$ cat config.mk
export PLATFORM = sky130hd
export DESIGN_NAME = controlUnit
export DESIGN_NICKNAME = d
export VERILOG_FILES = /design/src/hdl/controlPkg.sv /design/src/hdl/controlIf.sv /design/src/hdl/aluRegControl.sv /design/src/hdl/controlUnit.sv /design/src/hdl/instrDecoder.sv /design/src/hdl/memPcControl.sv /design/src/hdl/sequencer.sv
export SDC_FILE = /design/constraint.sdc
export NUM_CORES = 1
export LEC_CHECK = 0
export BUFFER_PORTS_ARGS = -buffer_cell sky130_fd_sc_hd__buf_4
export CAP_MARGIN = 5
export CORE_MARGIN = 4
export CORE_UTILIZATION = 56
export DETAILED_ROUTE_END_ITERATION = 8
export PLACE_DENSITY_LB_ADDON = 0.08
export SYNTH_ARGS = -nofsm -noshare
export SYNTH_HDL_FRONTEND = slang
export SYNTH_SLANG_ARGS = --single-unit
$ cat constraint.sdc
create_clock -name clk -period 9.1 [get_ports clk]
set_clock_uncertainty 0.1 [all_clocks]
set_input_delay 2.73 -clock clk [delete_from_list [all_inputs] [get_ports clk]]
set_output_delay 2.73 -clock clk [all_outputs]
set_load 0.05 [all_outputs]
$ cat src/hdl/controlPkg.sv
`default_nettype none

package controlPkg;

	localparam int opcodeWidth = 6;
	localparam int functWidth = 6;

	typedef enum logic [opcodeWidth-1:0] {
		opRType = 6'h00,
		opJ     = 6'h02,
		opJal   = 6'h03,
		opBeq   = 6'h04,
		opBne   = 6'h05,
		opAddi  = 6'h08,
		opAddiu = 6'h09,
		opSlti  = 6'h0a,
		opAndi  = 6'h0c,
		opXori  = 6'h0e,
		opLui   = 6'h0f,
		opLw    = 6'h23,
		opSw    = 6'h2b
	} opcodeT;

	typedef enum logic [functWidth-1:0] {
		fnNop   = 6'h00,
		fnJr    = 6'h08,
		fnBreak = 6'h0d,
		fnAdd   = 6'h20,
		fnSub   = 6'h22,
		fnAnd   = 6'h24,
		fnXor   = 6'h26,
		fnSlt   = 6'h2a
	} functT;

	typedef enum logic [3:0] {
		aluReg, aluImm, sltReg, sltImm, branchEq, branchNe, jump,
		jumpReg, jumpLink, loadUpper, loadWord, storeWord, halt, noOp
	} instrClassT;

	typedef enum logic [4:0] {
		Reset, Fetch, FetchWait, IrLoad, Decode, AluExec, AluImmExec, AluWrite,
		SltExec, SltWrite, Branch, Jump, JumpReg, JalLink, JalJump, LoadUpper,
		MemAddr, LoadWait, MdrLoad, LoadWrite, StoreWrite, NoOp, Halt
	} stateT;

	typedef enum logic [2:0] {
		aluPass    = 3'b000,
		aluAdd     = 3'b001,
		aluSub     = 3'b010,
		aluAnd     = 3'b011,
		aluXor     = 3'b110,
		aluCompare = 3'b111
	} aluOpT;

	typedef enum logic [1:0] {srcRegB, srcFour, srcSignImm, srcBranchOffset} aluSrcBT;

	typedef enum logic [1:0] {pcAluOut, pcBranchTarget, pcJumpTarget, pcRegA} pcSrcT;

	typedef enum logic [1:0] {dstRt, dstRd, dstRa31} regDstT;

	typedef enum logic [2:0] {
		wbAluOut   = 3'd0,
		wbMemData  = 3'd1,
		wbUpperImm = 3'd2,
		wbZero     = 3'd3,
		wbOne      = 3'd4,
		wbPcLink   = 3'd6 // same code as the datapath mux input
	} memToRegT;

endpackage

`default_nettype wire

$ cat src/hdl/controlIf.sv
`timescale 1ns/10ps
`default_nettype none

interface aluRegIf;
	logic aluSrcA; // 0 selects PC, 1 selects A
	controlPkg::aluSrcBT aluSrcB;
	controlPkg::aluOpT aluControl;
	logic regAluControl; // aluOut register load
	logic writeA;
	logic writeB;
	logic regWrite;
	controlPkg::regDstT regDst;
	controlPkg::memToRegT memToReg;

	modport source (output aluSrcA, aluSrcB, aluControl, regAluControl, writeA, writeB,
		regWrite, regDst, memToReg);
	modport sink (input aluSrcA, aluSrcB, aluControl, regAluControl, writeA, writeB,
		regWrite, regDst, memToReg);
endinterface

interface memPcIf;
	logic memWriteOrRead;
	logic mdrControl;
	logic [1:0] IorD; // 00 pc, 01 aluOut
	logic irWrite;
	logic pcControl;
	logic pcCond;
	controlPkg::pcSrcT origPC;
	logic bneORbeq;

	modport source (output memWriteOrRead, mdrControl, IorD, irWrite, pcControl, pcCond,
		origPC, bneORbeq);
	modport sink (input memWriteOrRead, mdrControl, IorD, irWrite, pcControl, pcCond,
		origPC, bneORbeq);
endinterface

`default_nettype wire

$ cat src/hdl/aluRegControl.sv
`timescale 1ns/10ps
`default_nettype none

module aluRegControl
(
	input logic clk,
	input logic reset,
	input controlPkg::stateT state,
	input controlPkg::instrClassT instrClass,
	input controlPkg::aluOpT aluOp,
	input logic menor,
	aluRegIf.source ctrl
);

	always_comb
	begin
		ctrl.aluSrcA = 1'b0;
		ctrl.aluSrcB = controlPkg::srcRegB;
		ctrl.aluControl = controlPkg::aluPass;
		ctrl.regAluControl = 1'b0;
		ctrl.writeA = 1'b0;
		ctrl.writeB = 1'b0;
		ctrl.regWrite = 1'b0;
		ctrl.regDst = controlPkg::dstRt;
		ctrl.memToReg = controlPkg::wbAluOut;
		case (state)
			controlPkg::Fetch, controlPkg::FetchWait, controlPkg::IrLoad:
			begin
				ctrl.aluSrcB = controlPkg::srcFour; // pc + 4
				ctrl.aluControl = controlPkg::aluAdd;
			end
			controlPkg::Decode:
			begin
				ctrl.aluSrcB = controlPkg::srcBranchOffset; // branch target ahead of time
				ctrl.aluControl = controlPkg::aluAdd;
				ctrl.regAluControl = 1'b1;
				ctrl.writeA = 1'b1;
				ctrl.writeB = 1'b1;
			end
			controlPkg::AluExec, controlPkg::AluImmExec:
			begin
				ctrl.aluSrcA = 1'b1;
				ctrl.aluSrcB = (state == controlPkg::AluImmExec) ? controlPkg::srcSignImm :
					controlPkg::srcRegB;
				ctrl.aluControl = aluOp;
				ctrl.regAluControl = 1'b1;
			end
			controlPkg::AluWrite:
			begin
				ctrl.regWrite = 1'b1;
				ctrl.regDst = (instrClass == controlPkg::aluReg) ? controlPkg::dstRd :
					controlPkg::dstRt;
			end
			controlPkg::SltExec, controlPkg::SltWrite:
			begin
				ctrl.aluSrcA = 1'b1; // compare kept up so menor stays valid
				ctrl.aluSrcB = (instrClass == controlPkg::sltImm) ? controlPkg::srcSignImm :
					controlPkg::srcRegB;
				ctrl.aluControl = controlPkg::aluCompare;
				if (state == controlPkg::SltWrite)
				begin
					ctrl.regWrite = 1'b1;
					ctrl.regDst = controlPkg::dstRd;
					ctrl.memToReg = menor ? controlPkg::wbOne : controlPkg::wbZero;
				end
			end
			controlPkg::Branch:
			begin
				ctrl.aluSrcA = 1'b1;
				ctrl.aluControl = controlPkg::aluSub; // zero flag decides
			end
			controlPkg::JalLink:
			begin
				ctrl.regWrite = 1'b1;
				ctrl.regDst = controlPkg::dstRa31;
				ctrl.memToReg = controlPkg::wbPcLink;
			end
			controlPkg::LoadUpper:
			begin
				ctrl.regWrite = 1'b1;
				ctrl.memToReg = controlPkg::wbUpperImm;
			end
			controlPkg::MemAddr:
			begin
				ctrl.aluSrcA = 1'b1;
				ctrl.aluSrcB = controlPkg::srcSignImm;
				ctrl.aluControl = controlPkg::aluAdd;
				ctrl.regAluControl = 1'b1;
			end
			controlPkg::LoadWrite:
			begin
				ctrl.regWrite = 1'b1;
				ctrl.memToReg = controlPkg::wbMemData;
			end
			default: ctrl.regWrite = 1'b0;
		endcase
	end

	singleWrite: assert property (@(posedge clk) disable iff (reset)
		ctrl.regWrite |=> (!ctrl.regWrite until (state == controlPkg::Fetch)))
		else $error("more than one register write in one instruction");

endmodule

`default_nettype wire

$ cat src/hdl/controlUnit.sv
`timescale 1ns/10ps
`default_nettype none

module controlUnit
#(
	parameter int memWaitCycles = 1 // 1 to 4
)
(
	input logic clk,
	input logic reset,
	input logic [controlPkg::opcodeWidth-1:0] opcode,
	input logic [controlPkg::functWidth-1:0] funct,
	input logic menor,
	output logic memWriteOrRead,
	output logic mdrControl,
	output logic [1:0] IorD,
	output logic pcControl,
	output logic pcCond,
	output controlPkg::pcSrcT origPC,
	output logic bneORbeq,
	output logic irWrite,
	output logic writeA,
	output logic writeB,
	output logic regWrite,
	output logic aluSrcA,
	output controlPkg::aluSrcBT aluSrcB,
	output controlPkg::aluOpT aluControl,
	output logic regAluControl,
	output controlPkg::regDstT regDst,
	output controlPkg::memToRegT memToReg
);

	controlPkg::instrClassT instrClass;
	controlPkg::aluOpT aluOp;
	controlPkg::stateT state;

	aluRegIf aluRegSig();
	memPcIf memPcSig();

	instrDecoder i_instrDecoder (.opcode(opcode), .funct(funct), .instrClass(instrClass),
		.aluOp(aluOp));

	sequencer #(.memWaitCycles(memWaitCycles)) i_sequencer (.clk(clk), .reset(reset),
		.instrClass(instrClass), .state(state));

	aluRegControl i_aluRegControl (.clk(clk), .reset(reset), .state(state),
		.instrClass(instrClass), .aluOp(aluOp), .menor(menor), .ctrl(aluRegSig));

	memPcControl i_memPcControl (.clk(clk), .reset(reset), .state(state),
		.instrClass(instrClass), .ctrl(memPcSig));

	assign aluSrcA = aluRegSig.aluSrcA;
	assign aluSrcB = aluRegSig.aluSrcB;
	assign aluControl = aluRegSig.aluControl;
	assign regAluControl = aluRegSig.regAluControl;
	assign writeA = aluRegSig.writeA;
	assign writeB = aluRegSig.writeB;
	assign regWrite = aluRegSig.regWrite;
	assign regDst = aluRegSig.regDst;
	assign memToReg = aluRegSig.memToReg;

	assign memWriteOrRead = memPcSig.memWriteOrRead;
	assign mdrControl = memPcSig.mdrControl;
	assign IorD = memPcSig.IorD;
	assign irWrite = memPcSig.irWrite;
	assign pcControl = memPcSig.pcControl;
	assign pcCond = memPcSig.pcCond;
	assign origPC = memPcSig.origPC;
	assign bneORbeq = memPcSig.bneORbeq;

endmodule

`default_nettype wire

$ cat src/hdl/instrDecoder.sv
`timescale 1ns/10ps
`default_nettype none

module instrDecoder
(
	input logic [controlPkg::opcodeWidth-1:0] opcode,
	input logic [controlPkg::functWidth-1:0] funct,
	output controlPkg::instrClassT instrClass,
	output controlPkg::aluOpT aluOp
);

	always_comb
	begin
		instrClass = controlPkg::noOp; // unknown codes run as nop
		aluOp = controlPkg::aluPass;
		case (opcode)
			controlPkg::opRType:
			begin
				case (funct)
					controlPkg::fnAdd:
					begin
						instrClass = controlPkg::aluReg;
						aluOp = controlPkg::aluAdd;
					end
					controlPkg::fnSub:
					begin
						instrClass = controlPkg::aluReg;
						aluOp = controlPkg::aluSub;
					end
					controlPkg::fnAnd:
					begin
						instrClass = controlPkg::aluReg;
						aluOp = controlPkg::aluAnd;
					end
					controlPkg::fnXor:
					begin
						instrClass = controlPkg::aluReg;
						aluOp = controlPkg::aluXor;
					end
					controlPkg::fnSlt: instrClass = controlPkg::sltReg;
					controlPkg::fnJr: instrClass = controlPkg::jumpReg;
					controlPkg::fnBreak: instrClass = controlPkg::halt;
					default: instrClass = controlPkg::noOp;
				endcase
			end
			controlPkg::opBeq: instrClass = controlPkg::branchEq;
			controlPkg::opBne: instrClass = controlPkg::branchNe;
			controlPkg::opLw: instrClass = controlPkg::loadWord;
			controlPkg::opSw: instrClass = controlPkg::storeWord;
			controlPkg::opLui: instrClass = controlPkg::loadUpper;
			controlPkg::opJ: instrClass = controlPkg::jump;
			controlPkg::opJal: instrClass = controlPkg::jumpLink;
			controlPkg::opSlti: instrClass = controlPkg::sltImm;
			controlPkg::opAddi, controlPkg::opAddiu:
			begin
				instrClass = controlPkg::aluImm; // no overflow trap
				aluOp = controlPkg::aluAdd;
			end
			controlPkg::opAndi:
			begin
				instrClass = controlPkg::aluImm;
				aluOp = controlPkg::aluAnd;
			end
			controlPkg::opXori:
			begin
				instrClass = controlPkg::aluImm;
				aluOp = controlPkg::aluXor;
			end
			default: instrClass = controlPkg::noOp;
		endcase
	end

endmodule

`default_nettype wire

$ cat src/hdl/memPcControl.sv
`timescale 1ns/10ps
`default_nettype none

module memPcControl
(
	input logic clk,
	input logic reset,
	input controlPkg::stateT state,
	input controlPkg::instrClassT instrClass,
	memPcIf.source ctrl
);

	always_comb
	begin
		ctrl.memWriteOrRead = 1'b0;
		ctrl.mdrControl = 1'b0;
		ctrl.IorD = 2'b00;
		ctrl.irWrite = 1'b0;
		ctrl.pcControl = 1'b0;
		ctrl.pcCond = 1'b0;
		ctrl.origPC = controlPkg::pcAluOut;
		ctrl.bneORbeq = 1'b0;
		case (state)
			controlPkg::Fetch, controlPkg::FetchWait: ctrl.irWrite = 1'b1;
			controlPkg::IrLoad:
			begin
				ctrl.irWrite = 1'b1;
				ctrl.pcControl = 1'b1; // pc + 4 from aluOut
			end
			controlPkg::Branch:
			begin
				ctrl.pcCond = 1'b1;
				ctrl.origPC = controlPkg::pcBranchTarget;
				ctrl.bneORbeq = instrClass == controlPkg::branchEq;
			end
			controlPkg::Jump, controlPkg::JalJump:
			begin
				ctrl.pcControl = 1'b1;
				ctrl.origPC = controlPkg::pcJumpTarget;
			end
			controlPkg::JumpReg:
			begin
				ctrl.pcControl = 1'b1;
				ctrl.origPC = controlPkg::pcRegA;
			end
			controlPkg::LoadWait: ctrl.IorD = 2'b01; // data address from aluOut
			controlPkg::MdrLoad:
			begin
				ctrl.IorD = 2'b01;
				ctrl.mdrControl = 1'b1;
			end
			controlPkg::StoreWrite:
			begin
				ctrl.IorD = 2'b01;
				ctrl.memWriteOrRead = 1'b1;
			end
			default: ctrl.irWrite = 1'b0;
		endcase
	end

	noWriteDuringFetch: assert property (@(posedge clk) disable iff (reset)
		ctrl.memWriteOrRead |-> !ctrl.irWrite)
		else $error("memory write while loading the IR");

	condExclusive: assert property (@(posedge clk) disable iff (reset)
		ctrl.pcCond |-> !ctrl.pcControl)
		else $error("pcCond and pcControl high together");

endmodule

`default_nettype wire

$ cat src/hdl/sequencer.sv
`timescale 1ns/10ps
`default_nettype none

module sequencer
#(
	parameter int memWaitCycles = 1
)
(
	input logic clk,
	input logic reset,
	input controlPkg::instrClassT instrClass,
	output controlPkg::stateT state
);

	localparam int cntWidth = $clog2(memWaitCycles + 1);

	controlPkg::stateT nextState;
	logic [cntWidth-1:0] waitCnt;
	logic [cntWidth-1:0] waitLimit;
	logic waitState;
	logic waitDone;

	// store holds its write one cycle longer than a read wait
	assign waitState = state inside {controlPkg::FetchWait, controlPkg::LoadWait,
		controlPkg::StoreWrite};
	assign waitLimit = (state == controlPkg::StoreWrite) ? cntWidth'(memWaitCycles) :
		cntWidth'(memWaitCycles - 1);
	assign waitDone = waitCnt == waitLimit;

	always_comb
	begin
		nextState = state;
		case (state)
			controlPkg::Reset: nextState = controlPkg::Fetch;
			controlPkg::Fetch: nextState = controlPkg::FetchWait;
			controlPkg::FetchWait: if (waitDone) nextState = controlPkg::IrLoad;
			controlPkg::IrLoad: nextState = controlPkg::Decode;
			controlPkg::Decode:
			begin
				case (instrClass)
					controlPkg::aluReg: nextState = controlPkg::AluExec;
					controlPkg::aluImm: nextState = controlPkg::AluImmExec;
					controlPkg::sltReg, controlPkg::sltImm: nextState = controlPkg::SltExec;
					controlPkg::branchEq, controlPkg::branchNe: nextState = controlPkg::Branch;
					controlPkg::jump: nextState = controlPkg::Jump;
					controlPkg::jumpReg: nextState = controlPkg::JumpReg;
					controlPkg::jumpLink: nextState = controlPkg::JalLink;
					controlPkg::loadUpper: nextState = controlPkg::LoadUpper;
					controlPkg::loadWord, controlPkg::storeWord: nextState = controlPkg::MemAddr;
					controlPkg::halt: nextState = controlPkg::Halt;
					default: nextState = controlPkg::NoOp;
				endcase
			end
			controlPkg::AluExec, controlPkg::AluImmExec: nextState = controlPkg::AluWrite;
			controlPkg::SltExec: nextState = controlPkg::SltWrite;
			controlPkg::JalLink: nextState = controlPkg::JalJump;
			controlPkg::MemAddr: // IR still holds the instruction here
				nextState = (instrClass == controlPkg::storeWord) ? controlPkg::StoreWrite :
					controlPkg::LoadWait;
			controlPkg::LoadWait: if (waitDone) nextState = controlPkg::MdrLoad;
			controlPkg::MdrLoad: nextState = controlPkg::LoadWrite;
			controlPkg::StoreWrite: if (waitDone) nextState = controlPkg::Fetch;
			controlPkg::Halt: nextState = controlPkg::Halt;
			default: nextState = controlPkg::Fetch;
		endcase
	end

	always_ff @(posedge clk or posedge reset)
	begin
		if (reset)
			state <= controlPkg::Reset;
		else
			state <= nextState;
	end

	always_ff @(posedge clk or posedge reset)
	begin
		if (reset)
			waitCnt <= '0;
		else if (waitState && !waitDone)
			waitCnt <= waitCnt + 1'b1;
		else
			waitCnt <= '0;
	end

	haltHeld: assert property (@(posedge clk) disable iff (reset)
		state == controlPkg::Halt |=> state == controlPkg::Halt)
		else $error("sequencer left Halt without reset");

	waitBound: assert property (@(posedge clk) disable iff (reset)
		waitCnt <= memWaitCycles)
		else $error("wait counter above memWaitCycles");

endmodule

`default_nettype wire

==> out/results.md <==
### Logic synthesis
• Synth Register Bits: 6
• Synth Instances: 212
• Cell variety after synth: 53
• synthesized area: 1340 um^2
• number of synthesis warnings: 0
• Avg Synthesized Cell Area: 6.32 um^2
• ys flop type: sky130_fd_sc_hd__dfrtp_1
• EDFF count, synth: 0
• FFs w/ async S/R, synth: 100%
• syn_nets: 228
• share of synthesized area occupied by flip-flops and latches: 11.2%

### Floorplan
• area of the die: 3240 um^2
• boundary pin count: 40
• number of rows created at floorplan: 17
• die outline width: 56.9 um
• Die Y-Extent: 56.9 um
• starting density of the core: 59.9%
• core area: 2230 um^2

### Power
• Worst IR Drop VDD: 0.177 mV
• fraction of power consumed by sequential logic: 20.9%
• power share of the combinational group: 73.2%
• Power Total: 0.000437 W
• leakage dissipation: 0.678 nW
• power density cells: 272 nW/um^2
• clock power share: 5.9%
• design internal power: 0.000164 W
• Net Switching: 0.000273 W
• Switching Share: 62.5%

### Global routing
• largest net degree at the start of global routing: 33
• grt met3 use: 3.22%
• met2 Usage GRT: 42.9%
• most congested layer reported by global routing: met2
• overall routing resource usage: 23.8%
• fraction of met1 tracks used by global routing: 29.1%
• final global-route overflow total: 0
• vias in the first global route: 1462
• antenna violations before repair: 0
• first-pass GRT wire length: 6.40 mm

### Layout
• diodes inserted: 0
• fraction of final layout cells with drive strength greater than 1: 21.4%
• Finished Core Util: 71.9%
• area delta synth->final: 19.9%
• Final Net Count: 252
• commonest cells after routing, fill and taps aside: 39 x sky130_fd_sc_hd__buf_4, 30 x sky130_fd_sc_hd__nor2_1, 16 x sky130_fd_sc_hd__o21ai_0
• summed area of non-filler cells in the final layout: 1610 um^2
• post-layout instance count excluding filler cells: 262
• most common library cell in the layout ignoring fill and taps: sky130_fd_sc_hd__buf_4

### Route
• total via count in the routed design: 1668
• iteration count of the initial detailed-routing pass: 5
• WL per Instance: 14.6 um
• sum of routed wire length over all layers: 3.82 mm
• drc violations: 0
• via count normalized by instance count: 6.37
• violation count after the first detailed-routing iteration: 61
• Final ANT Viol Nets: 0

### Worst setup path
• worst path buffer plus inverter count: 2
• cell repeated most along the worst path: sky130_fd_sc_hd__buf_4
• Critical Path, Cell by Cell: buf_4 > or4b_1 > nor3_1 > o311ai_2 > nor2_1 > nand3_1 > a21oi_1 > buf_4
• nature of the critical path endpoint: primary output
• cell at the slowest stage of the critical path: sky130_fd_sc_hd__or4b_1
• Max FO, Critical Path: 6
• cell class contributing the biggest share of worst-path delay: simple AND/OR/NAND/NOR gates
• endpoint arrival time on the critical path: 4.48 ns
• crit path launch type: primary input
• delay of the slowest critical-path stage: 0.53 ns
• critical path required time: 6.27 ns
• Crit Path Class: in -> out

### STA
• min cycle time layout: 7.31 ns
• share of the cycle needed by the critical path after routing: 80.3%
• final hold violation count: 0
• transition time at the pin with the least slew margin: 0.899 ns
• number of slew-limit violations in the final report: 0
• max frequency: 0.137 GHz
• worst rel slew slack: 40.1%
• unrepaired setup endpoints after global routing: false
• count of final setup violators: 0
• Setup Total Neg Slack: 0 ns

### Clocking
• root buffer cell: sky130_fd_sc_hd__clkbuf_4
• CTS sink count: 6
• maximum number of buffers from clock root to sink: 2
• post-CTS setup repair buffer count: 0
• number of clock buffers inserted by TritonCTS: 3
• worst skew pair latency: 0.25 ns
• cts hold-fix bufs: 0
• cells resized by post-CTS repair: 0
• H-tree depth: 1
• clock tree from TritonCTS: built
• clock slew at the register clock pins of the worst setup and hold paths: 0.05 ns

### Hold path
• Hold Crit Class: reg -> reg

### Place
• placed inst area: 1580 um^2
• hpwl dp: 2.86 mm
• placer congestion estimate: 0.893
• IO buf count: 38
• cell count after placement: 259

### Run
• max-cap violation count: 0

### Outcome
• result of the run: finished clean

[cell families (layout without fill, tap and decap cells)]
| kind of cell | after synthesis | after routing | synth area share, % |
|---|---|---|---|
| simple gates | 97 | 97 | 38.0 |
| compound gates | 70 | 70 | 36.3 |
| buf+inv | 31 | 53 | 9.35 |
| xor+xnor | 6 | 6 | 3.93 |
| flops | 6 | 6 | 11.2 |
| fa+ha+maj | 1 | 1 | 0.934 |
| other cells | 1 | 1 | 0.280 |
[power groups by stage]
stage                     combinational, W  clock (W)  sequential (W)
after floorplan                   0.000289          0       0.0000406
after global placement            0.000313          0       0.0000885
after detailed placement          0.000317          0       0.0000899
after CTS                         0.000319  0.0000258       0.0000893
after global routing              0.000344  0.0000283       0.0000971
final                             0.000320  0.0000258       0.0000912
[tightest hold or removal path: stages, from the launching register on]
cell	delay [ns]
sky130_fd_sc_hd__dfrtp_1	0.32
sky130_fd_sc_hd__inv_1	0.04
sky130_fd_sc_hd__ha_1	0.22
[per-stage QoR]
stage	hold WS (ns)	setup WS [ns]
floorplan	0.490	1.69
global placement	0.522	1.84
detailed placement	0.532	1.82
CTS	0.540	1.81
global route	0.565	1.60
finish	0.538	1.79
[Yosys cell counts, types with 3 or more instances]
master	number	area, um^2
sky130_fd_sc_hd__nor3_1	11	55.1
sky130_fd_sc_hd__a22oi_1	3	22.5
sky130_fd_sc_hd__dfrtp_1	6	150
sky130_fd_sc_hd__nand2_1	15	56.3
sky130_fd_sc_hd__buf_1	5	18.8
sky130_fd_sc_hd__nor2b_1	6	37.5
sky130_fd_sc_hd__inv_1	10	37.5
sky130_fd_sc_hd__o211ai_1	5	37.5
sky130_fd_sc_hd__a21o_1	5	37.5
sky130_fd_sc_hd__nand2b_1	8	50.1
sky130_fd_sc_hd__o21ai_0	16	80.1
sky130_fd_sc_hd__clkbuf_1	12	45.0
sky130_fd_sc_hd__xor2_1	3	26.3
sky130_fd_sc_hd__o21ai_1	4	20.0
sky130_fd_sc_hd__nor2_1	30	113
sky130_fd_sc_hd__nand3_1	9	45.0
sky130_fd_sc_hd__xnor2_1	3	26.3
sky130_fd_sc_hd__a21oi_1	12	60.1
sky130_fd_sc_hd__a31oi_1	4	25.0
sky130_fd_sc_hd__o22ai_1	3	18.8
[flip-flops by register name, indices dropped and copies added (netlist names)]
name,flops
i_sequencer.state,5
i_sequencer.waitCnt,1
[path summary, 6_finish.rpt]
path                            depth (start not counted)  slack (ns)                   end            startpoint
worst max register to register                          8        6.27  i_sequencer.state[1]  i_sequencer.state[1]
worst min register to register                          2        0.54   i_sequencer.waitCnt   i_sequencer.waitCnt
worst max-delay path                                    8        1.79             regDst[0]              funct[0]
max in group asynchronous                               2        6.41  i_sequencer.state[0]                 reset
min in group asynchronous                               2        2.30  i_sequencer.state[2]                 reset
worst min-delay path                                    2        0.54   i_sequencer.waitCnt   i_sequencer.waitCnt
[metal layers]
metal,vias up,wire length [um],share of wire (%)
li1,814,-,-
met1,771,1540,40
met2,74,1970,51
met3,9,276,7.2
met4,0,38,0.99
met5,-,0,0
[final cells by class]
class / instances / area [um^2]
Clock buffer: 3 / 22.5
Fill cell: 198 / 628
Inverter: 11 / 41.3
Multi-Input combinational cell: 175 / 1060
Sequential cell: 6 / 150
Tap cell: 28 / 35.0
Timing Repair Buffer: 39 / 293
(Power assumes the default switching activity.)
